<file path="src/bp_pkg.sv">
package bp_pkg;

    // instruction address or jump target
    typedef logic [31:0] pc_t;

    // instruction class code coming out of decode
    typedef logic [3:0] ir_type_t;

    // unconditional table index, memory-mode bit plus word address bits
    typedef logic [11:0] ujump_id_t;

    // saturating mispredict counter value
    typedef logic [15:0] miss_count_t;

    // instruction classes
    localparam ir_type_t ir_alu    = 4'd0;
    localparam ir_type_t ir_load   = 4'd1;
    localparam ir_type_t ir_store  = 4'd2;
    localparam ir_type_t ir_branch = 4'd3;
    localparam ir_type_t ir_jal    = 4'd4;
    localparam ir_type_t ir_jalr   = 4'd5;
    localparam ir_type_t ir_lui    = 4'd6;
    localparam ir_type_t ir_auipc  = 4'd7;
    localparam ir_type_t ir_system = 4'd8;

    // default log2 depth of the conditional table
    localparam int COND_INDEX_BITS_DEF = 10;

    // 2-bit saturating branch counter
    typedef enum logic [1:0] {
        strong_not_taken = 2'b00,
        weak_not_taken   = 2'b01,
        weak_taken       = 2'b10,
        strong_taken     = 2'b11
    } bp_counter_e;

    // pc[28] splits user (1) and machine (0) memory, pc[12:2] picks the word
    function automatic ujump_id_t ujump_id(input pc_t pc);
        return {pc[28], pc[12:2]};
    endfunction

endpackage

</file>
<file path="src/bp_next_pc.sv">
`timescale 1ns/1ps

module bp_next_pc import bp_pkg::*; (
    input  pc_t      pc_if,
    input  ir_type_t ir_type_if,
    // unconditional path
    input  logic     ujump_hit,
    input  pc_t      ujump_target,
    // conditional path
    input  logic     cond_taken,
    input  pc_t      cond_target,
    // fetch redirect
    output logic     predict_taken,
    output pc_t      next_pc
);

    pc_t sel_target;
    pc_t seq_pc;

    // fall-through address
    assign seq_pc = pc_if + 32'd4;

    // pick the predictor that matches the if class
    always_comb begin
        case (ir_type_if)
            ir_jal, ir_jalr: begin
                predict_taken = ujump_hit;
                sel_target    = ujump_target;
            end
            ir_branch: begin
                predict_taken = cond_taken;
                sel_target    = cond_target;
            end
            default: begin
                // not a control transfer, always sequential
                predict_taken = 1'b0;
                sel_target    = seq_pc;
            end
        endcase
    end

    // redirect only when the chosen path says taken
    assign next_pc = predict_taken ? sel_target : seq_pc;

endmodule

</file>
<file path="config.mk">
export PLATFORM = sky130hd
export DESIGN_NAME = bp_next_pc
export DESIGN_NICKNAME = d
export VERILOG_FILES = /design/src/bp_pkg.sv /design/src/bp_next_pc.sv
export SDC_FILE = /design/constraint.sdc
export NUM_CORES = 1
export LEC_CHECK = 0
export ABC_AREA = 1
export BUFFER_PORTS_ARGS = -buffer_cell sky130_fd_sc_hd__buf_2
export CAP_MARGIN = 40
export CORE_MARGIN = 1
export CORE_UTILIZATION = 38
export DETAILED_ROUTE_END_ITERATION = 10
export PLACE_DENSITY = 0.78
export SLEW_MARGIN = 40
export SYNTH_ARGS = -nofsm -noshare
export SYNTH_HDL_FRONTEND = slang
export SYNTH_SLANG_ARGS = --single-unit
</file>
<file path="constraint.sdc">
create_clock -name vclk -period 1.95
set_clock_uncertainty 0.2 [all_clocks]
set_input_delay 0.39 -clock vclk [all_inputs]
set_output_delay 0.39 -clock vclk [all_outputs]
set_load 0.005 [all_outputs]
</file>
; Word-level counts from Yosys, hierarchy flattened
; Index checks and enable logic that the tools add are counted.
[totals]
romBits = 0
latch_bits = 0
wordCells = 8
ramBits = 0
n_memories = 0
reg_bits = 0
[op_classes]
mux = 3
n_reduce_logical = 1
magnitude_cmp = 0
n_bitwise = 0
addsub = 1
div = 0
mul = 0
n_eq_ne = 3
n_shift = 0
[ops]
columns = op, n
row1 = 32-bit case mux with 2 select lines, 1
row2 = 32-bit by 3-bit adder with 32-bit output (second input constant), 1
row3 = 32-bit two-way mux, 1
row4 = 4-bit by 3-bit == test with 1-bit output (second input constant), 2
row5 = 4-bit by 2-bit == test with 1-bit output (second input constant), 1
row6 = 1-bit case mux with 2 select lines, 1
row7 = 2-bit OR reduction, 1

; Logic depth before layout (Yosys ltp)
[logic_depth]
depth_word = 4
depth_mapped = 10

; Least setup slack after synthesis
; No wires, ideal clock.
[synth_path]
path_kind = input to output
from = input pc_if[2]
to = output next_pc[16]
required_ns = 1.360
setup_slack_ns = 0.107
t_arrival_ns = 1.253
path_stages = 7
path_cell_list = ha_1 > nand3_1 > nor2_1 > nand3_1 > xnor2_1 > nand2_1 > nand2_1
[synth_via]
elab_chain_len = 3
[synth_rtl]
columns = item, line
row1 = start: declaration, bp_next_pc.sv:4  ; input pc_t pc_if,
row2 = 32-bit by 3-bit adder with 32-bit output (*), bp_next_pc.sv:21  ; assign seq_pc = pc_if + 32'd4;
row3 = 32-bit case mux with 2 select lines, bp_next_pc.sv:25  ; case (ir_type_if)
row4 = 32-bit two-way mux (*), bp_next_pc.sv:43  ; assign next_pc = predict_taken ? sel_target : seq_pc;
row5 = end: declaration, bp_next_pc.sv:14  ; output pc_t next_pc
; Every way passes the cells marked *; elsewhere a longest branch is shown, timed or not.

; Final worst setup path
[layout_path]
from = input pc_if[4]
to = output next_pc[9]
; Same word-level chain as after synthesis.

==> impl_metrics.json <==
{
  "status": "finished, violations left",
  "violations": "negative setup slack",
  "synthTopCellsByArea": "nand2_1 (31%), inv_1 (16%), o22ai_1 (9.6%), nor2_1 (8.2%), xor2_1 (5.3%)",
  "io_pins": 135,
  "arrival_ns": 1.56,
  "rows": 24,
  "synth_cell_types": 28,
  "drtPass1Iterations": 5,
  "synth_common_cells": "nand2_1 (151), inv_1 (80), nor2_1 (40)",
  "fin_tns_setup_ns": -2.80,
  "hold_viol_final": 0,
  "final.period_utilization_pct": 110,
  "antenna_found_initial": 0,
  "critPathKind": "input port to primary output",
  "antenna_cells": 0,
  "die_w_um": 71.5,
  "slew_headroom_pct": 80.3,
  "die-area_um2": 5110,
  "drtIter0Drc": 171,
  "synthToLayoutAreaGrowth_pct": 105,
  "holdBufCountCts": 0,
  "crit_fanout": 7,
  "intPower_mw": 0.321,
  "synthCells": 387,
  "via_per_inst": 5.23,
  "dieHeight_um": 71.5,
  "seq_area_frac_synth_pct": 0,
  "globalplace.congestion": 0.884,
  "initial_core_util_pct": 40.7,
  "crit_path_end_kind": "primary output",
  "max_freq_mhz": 464,
  "p_sw_share_pct": 51.0,
  "n_clock_buffer": 0,
  "finalCriticalPeriod_ns": 2.15,
  "crit_path_start_kind": "input port",
  "dpl.hpwl_mm": 5.31,
  "num_vias": 3242,
  "total_power_mw": 0.655,
  "flops_and_latches": 0,
  "worst_pin_slew_ns": 0.294,
  "synth_top_area_share_pct": 30.9,
  "setup_violations": 32,
  "drv_cap": 0,
  "fin_ws_ns": -0.204,
  "grt_max_degree": 23,
  "grt_setup_unrepaired": "yes",
  "seqPwrFrac_pct": 0,
  "first_global_vias": 3082,
  "grt_overflow": 0,
  "yosys.area.top_type": "nand2_1",
  "slew_viol_final": 0,
  "wirelength_mm": 9.50,
  "ant_nets": 0,
  "leakagePower_nw": 2.10,
  "layout-drive-gt1-share_pct": 52.6,
  "postSynthAreaPerCell_um2": 4.74,
  "drc": 0,
  "synth_most_common_cell": "nand2_1",
  "min_path_type": "input port to primary output",
  "track_usage_pct": 32.1,
  "pwr-share-comb_pct": 100.0,
  "synth_warnings": 0,
  "final-seq-area_um2": 0,
  "post_drt_wl_per_cell_um": 15.3,
  "synth_nets": 490,
  "crit_required_ns": 1.36,
  "fp.coreArea_um2": 4500,
  "switchingPower_mw": 0.334,
  "synth_area_um2": 1830,
  "grt_pass1_wl_mm": 13.4,
  "power_density_nw_per_um2": 174,
  "hold_slack_ns": 0.859,
  "peakVddDrop_mv": 0.150,
  "io_buffers": 135,
  "nFillCells": 292,
  "clkPwrFrac_pct": 0,
  "nets": 673
}
==> power groups by stage <==
stage	registers (mW)	logic (mW)	clock network, mW
finish	0	0.655	0
global route	0	0.701	0
CTS	0	0.572	0
detailed placement	0	0.445	0
global placement	0	0.437	0
floorplan	0	0.198	0
==> cell usage in the layout, fill, tap and decap left out, drive strengths merged <==
cell type and instances:
inv 83, nand3 16, clkbuf 1, o21ai 8, nor3 1, a21oi 1, ha 1, o21a 1
o22ai 28, xor2 11, nand3b 4, xnor2 2, nand4 10, nand2 156, a31oi 4, buf 192
nor2 48, or2 1
==> what timing repair did <==
item / 4_1_cts / 5_1_grt
gates resized for setup: 112 / 80
pin swaps: 31 / 36
setup buffers: 11 / 5
endpoints found under the setup margin: 32 / 32
gates cloned: 6 / 0
==> logic make-up (layout without fill, tap and decap cells) <==
family | after synthesis | in the layout | synth area share, %
and+or+nand+nor | 236 | 236 | 58.0
buffers and inverters | 95 | 276 | 21.4
AOI/OAI and AO/OA | 42 | 42 | 13.8
xor gates and xnor gates | 13 | 13 | 6.21
adders and majority gates | 1 | 1 | 0.682
==> metrics by stage <==
stage / worst slack [ns] / instances / cell area, um2 / utilization, %
after floorplan: 0.107 / 387 / 1830 / -
after global placement: -0.230 / 602 / 2830 / 62.9
after detailed placement: -0.282 / 602 / 2830 / 62.9
after CTS: -0.130 / 619 / 3490 / 77.6
after global routing: -0.251 / 620 / 3750 / 83.3
final: -0.204 / 620 / 3750 / 83.3
==> layout make-up <==
class	count	area (um2)	area share [%]
timing repair buffer	193	1390	36.9
inverter	83	327	8.70
multi-input combinational	292	1980	52.7
tap	52	65.1	1.73
==> critical path, cell delays in order <==
cell and delay, ns:
buf_6 0.11, nand2_2 0.07, nor2_4 0.16, nand2_4 0.15, buf_6 0.14, buf_4 0.12, xor2_1 0.15, o21ai_1 0.12
buf_2 0.13
==> routing by layer <==
| metal | GRT usage, % | up-vias | wire length [um] |
|---|---|---|---|
| met3 | 2.95 | 45 | 653 |
| met4 | 12.0 | 0 | 542 |
| met2 | 65.9 | 196 | 4920 |
| li1 | - | 1561 | - |
| met1 | 33.2 | 1440 | 3380 |
| met5 | 0 | - | 0 |
==> worst paths after layout <==
check	startpoint	slack (ns)	end	depth (start not counted)
min	pc_if[2]	0.86	next_pc[2]	3
max	pc_if[4]	-0.20	next_pc[9]	9
(Power assumes the default switching activity.)
