<file path="config.mk">
export PLATFORM = sky130hd
export DESIGN_NAME = bp_resolve
export DESIGN_NICKNAME = d
export VERILOG_FILES = /design/src/bp_pkg.sv /design/src/bp_resolve.sv
export SDC_FILE = /design/constraint.sdc
export NUM_CORES = 1
export LEC_CHECK = 0
export ABC_AREA = 1
export BUFFER_PORTS_ARGS = -buffer_cell sky130_fd_sc_hd__buf_2
export CORE_MARGIN = 1.5
export CORE_UTILIZATION = 25
export DETAILED_ROUTE_END_ITERATION = 6
export PLACE_DENSITY = 0.48
export SYNTH_ARGS = -nofsm -noshare
export SYNTH_HDL_FRONTEND = slang
export SYNTH_SLANG_ARGS = --single-unit
</file>
<file path="constraint.sdc">
create_clock -name clk -period 1.79 [get_ports clk]
set_input_delay 0.4475 -clock clk [delete_from_list [all_inputs] [get_ports clk]]
set_output_delay 0.4475 -clock clk [all_outputs]
set_load 0.01 [all_outputs]
</file>
<file path="src/bp_pkg.sv">
package bp_pkg;

    // instruction address or jump target
    typedef logic [31:0] pc_t;

    // instruction class code coming out of decode
    typedef logic [3:0] ir_type_t;

    // unconditional table index, memory-mode bit plus word address bits
    typedef logic [11:0] ujump_id_t;

    // saturating mispredict counter value
    typedef logic [15:0] miss_count_t;

    // instruction classes
    localparam ir_type_t ir_alu    = 4'd0;
    localparam ir_type_t ir_load   = 4'd1;
    localparam ir_type_t ir_store  = 4'd2;
    localparam ir_type_t ir_branch = 4'd3;
    localparam ir_type_t ir_jal    = 4'd4;
    localparam ir_type_t ir_jalr   = 4'd5;
    localparam ir_type_t ir_lui    = 4'd6;
    localparam ir_type_t ir_auipc  = 4'd7;
    localparam ir_type_t ir_system = 4'd8;

    // default log2 depth of the conditional table
    localparam int COND_INDEX_BITS_DEF = 10;

    // 2-bit saturating branch counter
    typedef enum logic [1:0] {
        strong_not_taken = 2'b00,
        weak_not_taken   = 2'b01,
        weak_taken       = 2'b10,
        strong_taken     = 2'b11
    } bp_counter_e;

    // pc[28] splits user (1) and machine (0) memory, pc[12:2] picks the word
    function automatic ujump_id_t ujump_id(input pc_t pc);
        return {pc[28], pc[12:2]};
    endfunction

endpackage

</file>
<file path="src/bp_resolve.sv">
`timescale 1ns/1ps

module bp_resolve import bp_pkg::*; (
    input  logic        clk,
    input  logic        arst_n,
    input  logic        ex_valid,
    input  ir_type_t    ir_type_ex,
    input  logic        predicted_taken_ex,
    input  logic        taken_ex,
    output logic        ujump_wr,
    output logic        cond_wr,
    output logic        mispredict,
    output miss_count_t miss_count
);

    logic is_jump_ex;
    logic is_branch_ex;
    logic disagree_ex;

    // the only decode of the ex class in the design
    assign is_jump_ex   = (ir_type_ex == ir_jal) || (ir_type_ex == ir_jalr);
    assign is_branch_ex = (ir_type_ex == ir_branch);

    // prediction made in if does not match the resolved outcome
    assign disagree_ex = (predicted_taken_ex != taken_ex);

    // jumps train only when the 1-bit state was wrong
    assign ujump_wr = ex_valid && is_jump_ex && disagree_ex;

    // branches train on every resolve so the counter can move
    assign cond_wr = ex_valid && is_branch_ex;

    // any control transfer that went the wrong way
    assign mispredict = ex_valid && (is_jump_ex || is_branch_ex) && disagree_ex;

    // mispredict counter that sticks at all ones
    always_ff @(posedge clk or negedge arst_n) begin
        if (!arst_n) begin
            miss_count <= '0;
        end else if (mispredict && (miss_count != '1)) begin
            miss_count <= miss_count + 16'd1;
        end
    end

    // one ex instruction can train only one of the two tables
    a_single_table_wr: assert property (
        @(posedge clk) disable iff (!arst_n)
        !(ujump_wr && cond_wr)
    );

endmodule

</file>
# Yosys cells after proc, flatten, opt, wreduce, memory -nomap -nowiden
# Index checks and enable logic that the tools add are counted.
[word_totals] output_inout_bits=19 reg_bits=16 input_bits=9
[op_classes] n_reduce_logical=8 n_eq_ne=5 n_addsub=1
[op_table] operator="$add 16x1->16 const B" n=1
[op_table] operator="$ne 16x16->1 const B" n=1
[op_table] operator="$eq 4x3->1 const B" n=2
[op_table] operator="$logic_and 1x1->1" n=6
[op_table] operator="$eq 4x2->1 const B" n=1
[op_table] operator="$logic_or 1x1->1" n=2
[op_table] operator="$ne 1x1->1" n=1

# Depth between registers and ports, before layout
# Gate-level depths: netlist (run 1).
[depth] ltp_word=6 ltp_mapped=11 mapped_depth_nobuf=10

# Worst setup path after synthesis (run 1)
# Ideal clock, no wire load.
[synth_path] path_type="reg2reg" from="register miss_count[0]" to="register miss_count[3]" arrival_time_ns=1.396 setup_slack_ns=0.278 period_less_slack_ns=1.512 stages_incl_launch_ff=12 cell_sequence="dfrtp_1 -> ha_1 -> inv_1 -> nor2_2 -> nand2_2 -> clkinv_1 -> nand2_2 -> nand2_4 -> inv_2 -> buf_6 -> nand2_1 -> nand2_1"
[synth_via] elab_chain_len=2
[synth_rtl] element="from (decl)" line="bp_resolve.sv:13" source="output miss_count_t miss_count"
[synth_rtl] element="from (signal assigned)" line="bp_resolve.sv:41" source="miss_count <= miss_count + 16'd1;"
[synth_rtl] element="parallel branches: the longest is 2 deep, another holds $add 16x1->16"
# Several ways; the timed one is not identified.
# A chain may end at the register's enable or synchronous reset.

# Worst setup path in the final report (run 1)
[layout_path] from="input ex_valid" to="output mispredict"
[layout_via] elab_chain_len=2
[layout_rtl] element="from (decl)" line="bp_resolve.sv:6" source="input logic ex_valid,"
[layout_rtl] element="$logic_and 1x1->1 (2 in series)" line="bp_resolve.sv:34" source="assign mispredict = ex_valid && (is_jump_ex || is_branch_ex) && disagree_ex;"
[layout_rtl] element="to (decl)" line="bp_resolve.sv:12" source="output logic mispredict,"
# No other way between the ends.

==> results of run 1 <==
-- how the worst max path moves through the flow --
stage,from,end
6_report,ex_valid,mispredict
4_1_cts,ex_valid,mispredict
3_5_place_dp,ex_valid,mispredict
5_1_grt,miss_count[1],miss_count[4]
2_1_floorplan,miss_count[0],miss_count[3]
3_3_place_gp,ir_type_ex[3],mispredict
-- per-layer routing --
layer	vias up	wire (µm)
li1	563	-
met1	466	1290
met2	25	1170
met3	4	138
met4	0	27
met5	-	0
-- synthesized netlist by cell type (all sizes together) --
master / instances / area [µm²]
nor2: 20 / 80.1
inv: 16 / 60.1
xnor2: 6 / 52.6
o21a: 1 / 7.51
xor2: 1 / 8.76
buf: 2 / 18.8
nand3: 6 / 30.0
nand2: 81 / 319
clkinv: 1 / 3.75
nor4: 1 / 6.26
ha: 1 / 12.5
dfrtp: 16 / 400
nand4: 4 / 25.0
o21ai: 6 / 30.0
-- cell families (layout without fill, tap and decap cells) --
kind of cell / count (synthesis) / after routing
AO/OA/AOI/OAI: 7 / 7
XOR/XNOR: 7 / 7
adder cells (fa/ha/maj): 1 / 1
buffers and inverters: 19 / 52
flip-flops: 16 / 16
AND/OR/NAND/NOR: 112 / 112
-- area by class of cell --
| cell class | count | area [µm²] | area share (%) |
|---|---|---|---|
| Clock buffer | 4 | 55.1 | 4.17 |
| Timing Repair Buffer | 31 | 165 | 12.5 |
| Inverter | 17 | 63.8 | 4.84 |
| Sequential cell | 16 | 400 | 30.4 |
| Multi-Input combinational cell | 127 | 572 | 43.4 |
| Tap cell | 50 | 62.6 | 4.74 |
-- report_power, final --
part	switching, mW	internal, mW	total, mW
combinational	0.0955	0.0744	0.170
sequential	0.0329	0.389	0.422
clock	0.137	0.195	0.333
total	0.266	0.659	0.925
-- worst register-to-register path: stages, from the launching register on --
cell and delay, ns:
dfrtp_1 0.41, ha_1 0.23, inv_1 0.08, nor2_2 0.04, nand2_2 0.10, clkinv_1 0.08, nand2_2 0.08, nand2_4 0.11
inv_2 0.23, nand2_1 0.09, nand2_1 0.06
==> impl_metrics.csv, run 1 <==
group,metric,value,unit
cts,cts_repair_resize_count,0,
yosys,syn_inst,162,
grt,antenna_found_initial,0,
yosys,synth_top_family_by_area,"simple AND/OR/NAND/NOR gates",
placement,gp_congestion,0.769,
cells_and_area,design_area,0.00132,mm²
yosys,synth_nets,172,
worst_setup_path,path_delay_family,"simple AND/OR/NAND/NOR gates",
grt,gr-total-overflow,0,
worst_setup_path,cp_cell_sequence,"buf_2, inv_1, nor2_1, nand3_1, nand2_1, buf_2",
yosys,synth.distinct_cells,19,
power_and_ir_drop,power,0.925,mW
grt,grt_pass1_vias,957,
timing,holdWs,0.108,ns
worst_setup_path,critical_path_depth,6,
grt,globalRouteTotalUtil,12.7,%
worst_setup_path,rrSetupSlack,0.23,ns
worst_setup_path,start_kind,"primary input",
cells_and_area,fillerInstances,469,
worst_setup_path,rr_worst_depth,10,
placement,pre_cts_ws,0.196,ns
cells_and_area,regMostFlops,"miss_count",
cts,clock_latency,0.25,ns
outcome,status,"finished clean",
timing,fin_worst_skew,0.00318,ns
grt,grt_util_met1,16.4,%
routing,dr.first_iter.drc_count,27,
cts,cts_root_buf,"clkbuf_8",
routing,detail-route-antenna-nets,0,
cells_and_area,fin_nets,206,
grt,use_met2,21.0,%
worst_setup_path,crit_fanout,3,
die,ioPinCount,28,
die,core_area,0.00403,mm²
yosys,synthMuxAreaShare,0,%
yosys,synth-xor-area-share,5.81,%
yosys,ys_warn_count,0,
cells_and_area,layout_common_cells,"nand2_1 (77), buf_2 (27), nor2_1 (18)",
timing,timing.final.hold_violations,0,
worst_setup_path,cp.arrival,1.14,ns
worst_setup_path,critPathBufInv,3,
cts,max-clock-path-buffers,2,
yosys,synth_area_per_cell,6.51,µm²
cells_and_area,fin_util,32.7,%
die,die_y,68.0,µm
timing,fin_crit_sh,88.5,%
timing,finalWorstSetupSlack,0.206,ns
grt,grt.busiest_layer,"met2",
grt,grt_first_pass_wirelength,4320,µm
routing,vias,1058,
yosys,seq_area_frac_synth,38.0,%
placement,placed_cells,241,
grt,grt_max_degree,17,
die,dieArea,0.00462,mm²
cells_and_area,area_growth,25.0,%
timing,maxSlewViolCount,0,
grt,grt_util_met3,2.63,%
timing,slew_headroom,73.9,%
routing,drc_errors,0,
worst_hold_path,min_path_type,"primary input to async pin",
power_and_ir_drop,ir_worst_vdd,0.506,mV
worst_setup_path,worstSetupEndpointType,"primary output",
routing,via_per_inst,4.32,
routing,wl_per_cell,10.7,µm
yosys,synth_compound_area_share,3.56,%
placement,dpl.hpwl,2020,µm
cells_and_area,drive_gt1_share,21.5,%
yosys,ys_ff_latch,16,
cts,cts_sinks,16,
die,die_x,68.0,µm
worst_setup_path,critPathSlowestCell,"nand2_1",
die,rows,23,
worst_setup_path,r2r-end,"miss_count[3]",
worst_setup_path,crit_type,"primary input to primary output",
cts,cts_tree,"yes",
run,timing.max_cap.violations,0,
yosys,synth-simple-area-share,43.7,%
timing,fin_setup_tns,0,ns
placement,port_buffers,27,
power_and_ir_drop,power_density,701,mW/mm²
cells_and_area,final_cells,245,
power_and_ir_drop,leakage,0.709,nW
timing,rsz0062_at_grt,"no",
worst_setup_path,r2r_start,"miss_count[1]",
placement,placed_area,0.00126,mm²
cts,cts_inserted_buffers,3,
cells_and_area,final_common_cell,"nand2_1",
timing,finalSetupViolations,0,
cells_and_area,reg_top3,"miss_count: 16 flops",
yosys,synth_fa_ha_area_share,1.19,%
die,start_util,26.2,%
routing,postRouteWirelength,2630,µm
timing,period_minus_slack,1.58,ns
timing,fmax,0.631,GHz
cells_and_area,n_antenna_cell,0,
worst_setup_path,cp.required,1.34,ns
worst_setup_path,crit_top_cell,"buf_2",
yosys,syn-cell-area,0.00105,mm²
cts,cts_setup_buffers,0,
cts,postCtsHoldBufs,0,
cells_and_area,largest_reg_flops,16,
cts,cts.clk_slew.worst_paths,0.07,ns
timing,worstMarginPinSlew,0.392,ns
routing,drt_pass1_iterations,4,
worst_setup_path,critPathMaxStageDelay,0.16,ns
cts,h-tree-depth,1,
No activity file was read; power rests on OpenSTA's default activity.
==> inputs of run 2 (changes only) <==
Settings changed: ABC_AREA 1 to unset, PLACE_DENSITY 0.48 to 0.5.
==> run 2 against run 1 <==
Sequential power shrank 2%. Die area shrank 21%. Non-clock buffer count grew 19. First-iteration DRC count shrank 44%. Cell area shrank 6.5%. Clock power shrank 29%. Worst setup slack lost 0.14 ns. Synthesized cell count shrank 52%. Global-route usage shrank 2.1 points. Core utilization grew 7.0 points. Routed wire length shrank 31%. Via count shrank 31%. Largest power group unchanged.
==> impl_metrics.csv, run 2 <==
group,metric,value,unit
placement,gp_congestion,0.726,
yosys,seq_area_frac_synth,48.5,%
die,start_util,26.6,%
timing,rsz0062_at_grt,"no",
yosys,synth-xor-area-share,15.9,%
timing,fin_setup_tns,0,ns
yosys,synth_top_family_by_area,"simple AND/OR/NAND/NOR gates",
routing,vias,730,
grt,globalRouteTotalUtil,10.6,%
worst_setup_path,cp.required,1.34,ns
yosys,synth.most_common_cell,"dfrtp_1",
cells_and_area,layout_common_cells,"buf_2 (27), buf_4 (20), dfrtp_1 (15)",
routing,wl_per_cell,10.5,µm
yosys,synth_nets,87,
die,die_y,60.5,µm
run,timing.max_cap.violations,0,
yosys,synth_area_per_cell,10.7,µm²
cells_and_area,fin_util,39.8,%
yosys,synth_edf_count,0,
placement,placed_area,0.00114,mm²
worst_hold_path,min_path_type,"primary input to async pin",
worst_setup_path,worstSetupEndpointType,"primary output",
timing,period_minus_slack,1.73,ns
cells_and_area,regMostFlops,"miss_count",
timing,fin_crit_sh,96.5,%
yosys,ys_top_cells_by_area,"dfrtp_1 (48%), xor2_1 (8.5%), xnor2_1 (7.4%)",
yosys,yosys.area.top_type_share,48.5,%
power_and_ir_drop,power,0.872,mW
timing,slew_headroom,76.1,%
timing,maxSlewViolCount,0,
power_and_ir_drop,internal_power,0.635,mW
die,dieArea,0.00366,mm²
die,ioPinCount,28,
cts,h-tree-depth,1,
grt,grt_pass1_vias,649,
yosys,synth_fa_ha_area_share,1.52,%
die,rows,20,
yosys,synth_top_area_cell,"dfrtp_1",
power_and_ir_drop,leakage,0.650,nW
worst_setup_path,crit_type,"primary input to primary output",
timing,timing.final.hold_violations,0,
cts,cts_tree,"yes",
power_and_ir_drop,power_switching,0.237,mW
cts,clock_latency,0.28,ns
die,die_x,60.5,µm
yosys,ys_warn_count,0,
routing,via_per_inst,4.20,
worst_setup_path,start_kind,"primary input",
timing,finalWorstSetupSlack,0.0625,ns
placement,dpl.hpwl,1420,µm
cts,max-clock-path-buffers,2,
power_and_ir_drop,power_density,706,mW/mm²
yosys,synth_flop_cell,"dfrtp_1",
outcome,status,"finished clean",
cts,cts_sinks,16,
routing,drt_pass1_iterations,4,
routing,detail-route-antenna-nets,0,
placement,port_buffers,27,
yosys,ys_ff_latch,16,
power_and_ir_drop,clkPwrFrac,27.1,%
yosys,synth-simple-area-share,24.1,%
yosys,synthMuxAreaShare,2.73,%
timing,holdWs,0.0567,ns
cells_and_area,design_area,0.00123,mm²
placement,pre_cts_ws,-0.122,ns
yosys,synth.distinct_cells,22,
grt,antenna_found_initial,0,
cts,cts.clk_slew.worst_paths,0.09,ns
power_and_ir_drop,ir_worst_vdd,0.573,mV
grt,gr-total-overflow,0,
worst_setup_path,crit_fanout,3,
cells_and_area,largest_reg_flops,16,
cells_and_area,drive_gt1_share,48.5,%
routing,dr.first_iter.drc_count,15,
worst_setup_path,cp.arrival,1.28,ns
cts,cts_inserted_buffers,3,
timing,fmax,0.579,GHz
yosys,ys_top_cells_by_count,"dfrtp_1 (16), xor2_1 (8), xnor2_1 (7), nand2_1 (6), nor2_1 (6)",
routing,postRouteWirelength,1820,µm
timing,fin_worst_skew,0.00417,ns
cells_and_area,fin_nets,141,
yosys,syn_inst,77,
grt,grt_max_degree,17,
power_and_ir_drop,p_comb_share,25.6,%
timing,worstMarginPinSlew,0.359,ns
cts,postCtsHoldBufs,0,
die,core_area,0.00310,mm²
power_and_ir_drop,p_seq_share,47.3,%
grt,grt_first_pass_wirelength,2790,µm
yosys,async_flop_share,100,%
cells_and_area,n_antenna_cell,0,
timing,finalSetupViolations,0,
cells_and_area,reg_top3,"miss_count: 16 flops",
cells_and_area,final_common_cell,"buf_2",
cells_and_area,final_cells,174,
yosys,synth_compound_area_share,4.09,%
cells_and_area,area_growth,49.4,%
routing,drc_errors,0,
cts,cts_root_buf,"clkbuf_4",
power_and_ir_drop,swShare,27.1,%
yosys,syn-cell-area,826,µm²
placement,placed_cells,165,
[run 2: cell types whose count changed in the layout (fill, tap and decap cells not counted), sizes merged, moves of 3 or more]
cell and delta:
nand2 -75, buf +19, nor2 -14, inv -12, xor2 +7, nor3 +6, o21ai -6, and3 +3
[run 2: cell type report]
class / count / area, µm²
Sequential cell: 16 / 402
Clock buffer: 4 / 36.3
Multi-Input combinational cell: 56 / 407
Tap cell: 44 / 55.1
Inverter: 4 / 15.0
Timing Repair Buffer: 50 / 319
Fill cell: 339 / 1870
[run 2: cells by family (layout without fill, tap and decap cells)]
kind of cell	count (synthesis)	in the layout
mux	2	2
simple gates	36	36
compound gates	2	2
flops	16	16
fa+ha+maj	1	1
buf+inv	5	58
xor+xnor	15	15
[run 2: worst max-delay path, stage by stage]
cell and delay (ns):
buf_2 0.10, nand3b_1 0.18, a211oi_2 0.27, buf_4 0.16, buf_2 0.13
[run 2: worst paths after layout]
check / from / depth (start not counted) / end / slack (ns)
max: ir_type_ex[2] / 5 / mispredict / 0.06
min: arst_n / 1 / miss_count[15] / 0.06
max reg2reg: miss_count[9] / 5 / miss_count[1] / 0.08
min reg2reg: miss_count[6] / 1 / miss_count[6] / 0.52
max in group asynchronous: arst_n / 1 / miss_count[8] / 1.45
min in group clk: miss_count[6] / 1 / miss_count[6] / 0.52
[run 2: power groups by stage]
stage	sequential, mW	combinational, mW	clock (mW)
final	0.412	0.223	0.236
after global routing	0.419	0.245	0.262
after CTS	0.413	0.213	0.248
after global placement	0.419	0.200	0
after floorplan	0.455	0.0551	0
after detailed placement	0.420	0.209	0
[run 2: repair_timing]
| action | CTS | global route |
|---|---|---|
| pin swaps | 2 | 3 |
| setup endpoints to repair | 8 | 4 |
| resized for setup | 0 | 4 |
| buffers inserted | 3 | 2 |
[run 2: per-layer routing]
layer / vias up / global-route usage [%] / part of all wire [%]
li1: 370 / - / -
met1: 335 / 13.4 / 46
met2: 23 / 17.5 / 46
met3: 2 / 4.05 / 7.6
met4: 0 / 1.86 / 0.55
met5: - / 0 / 0
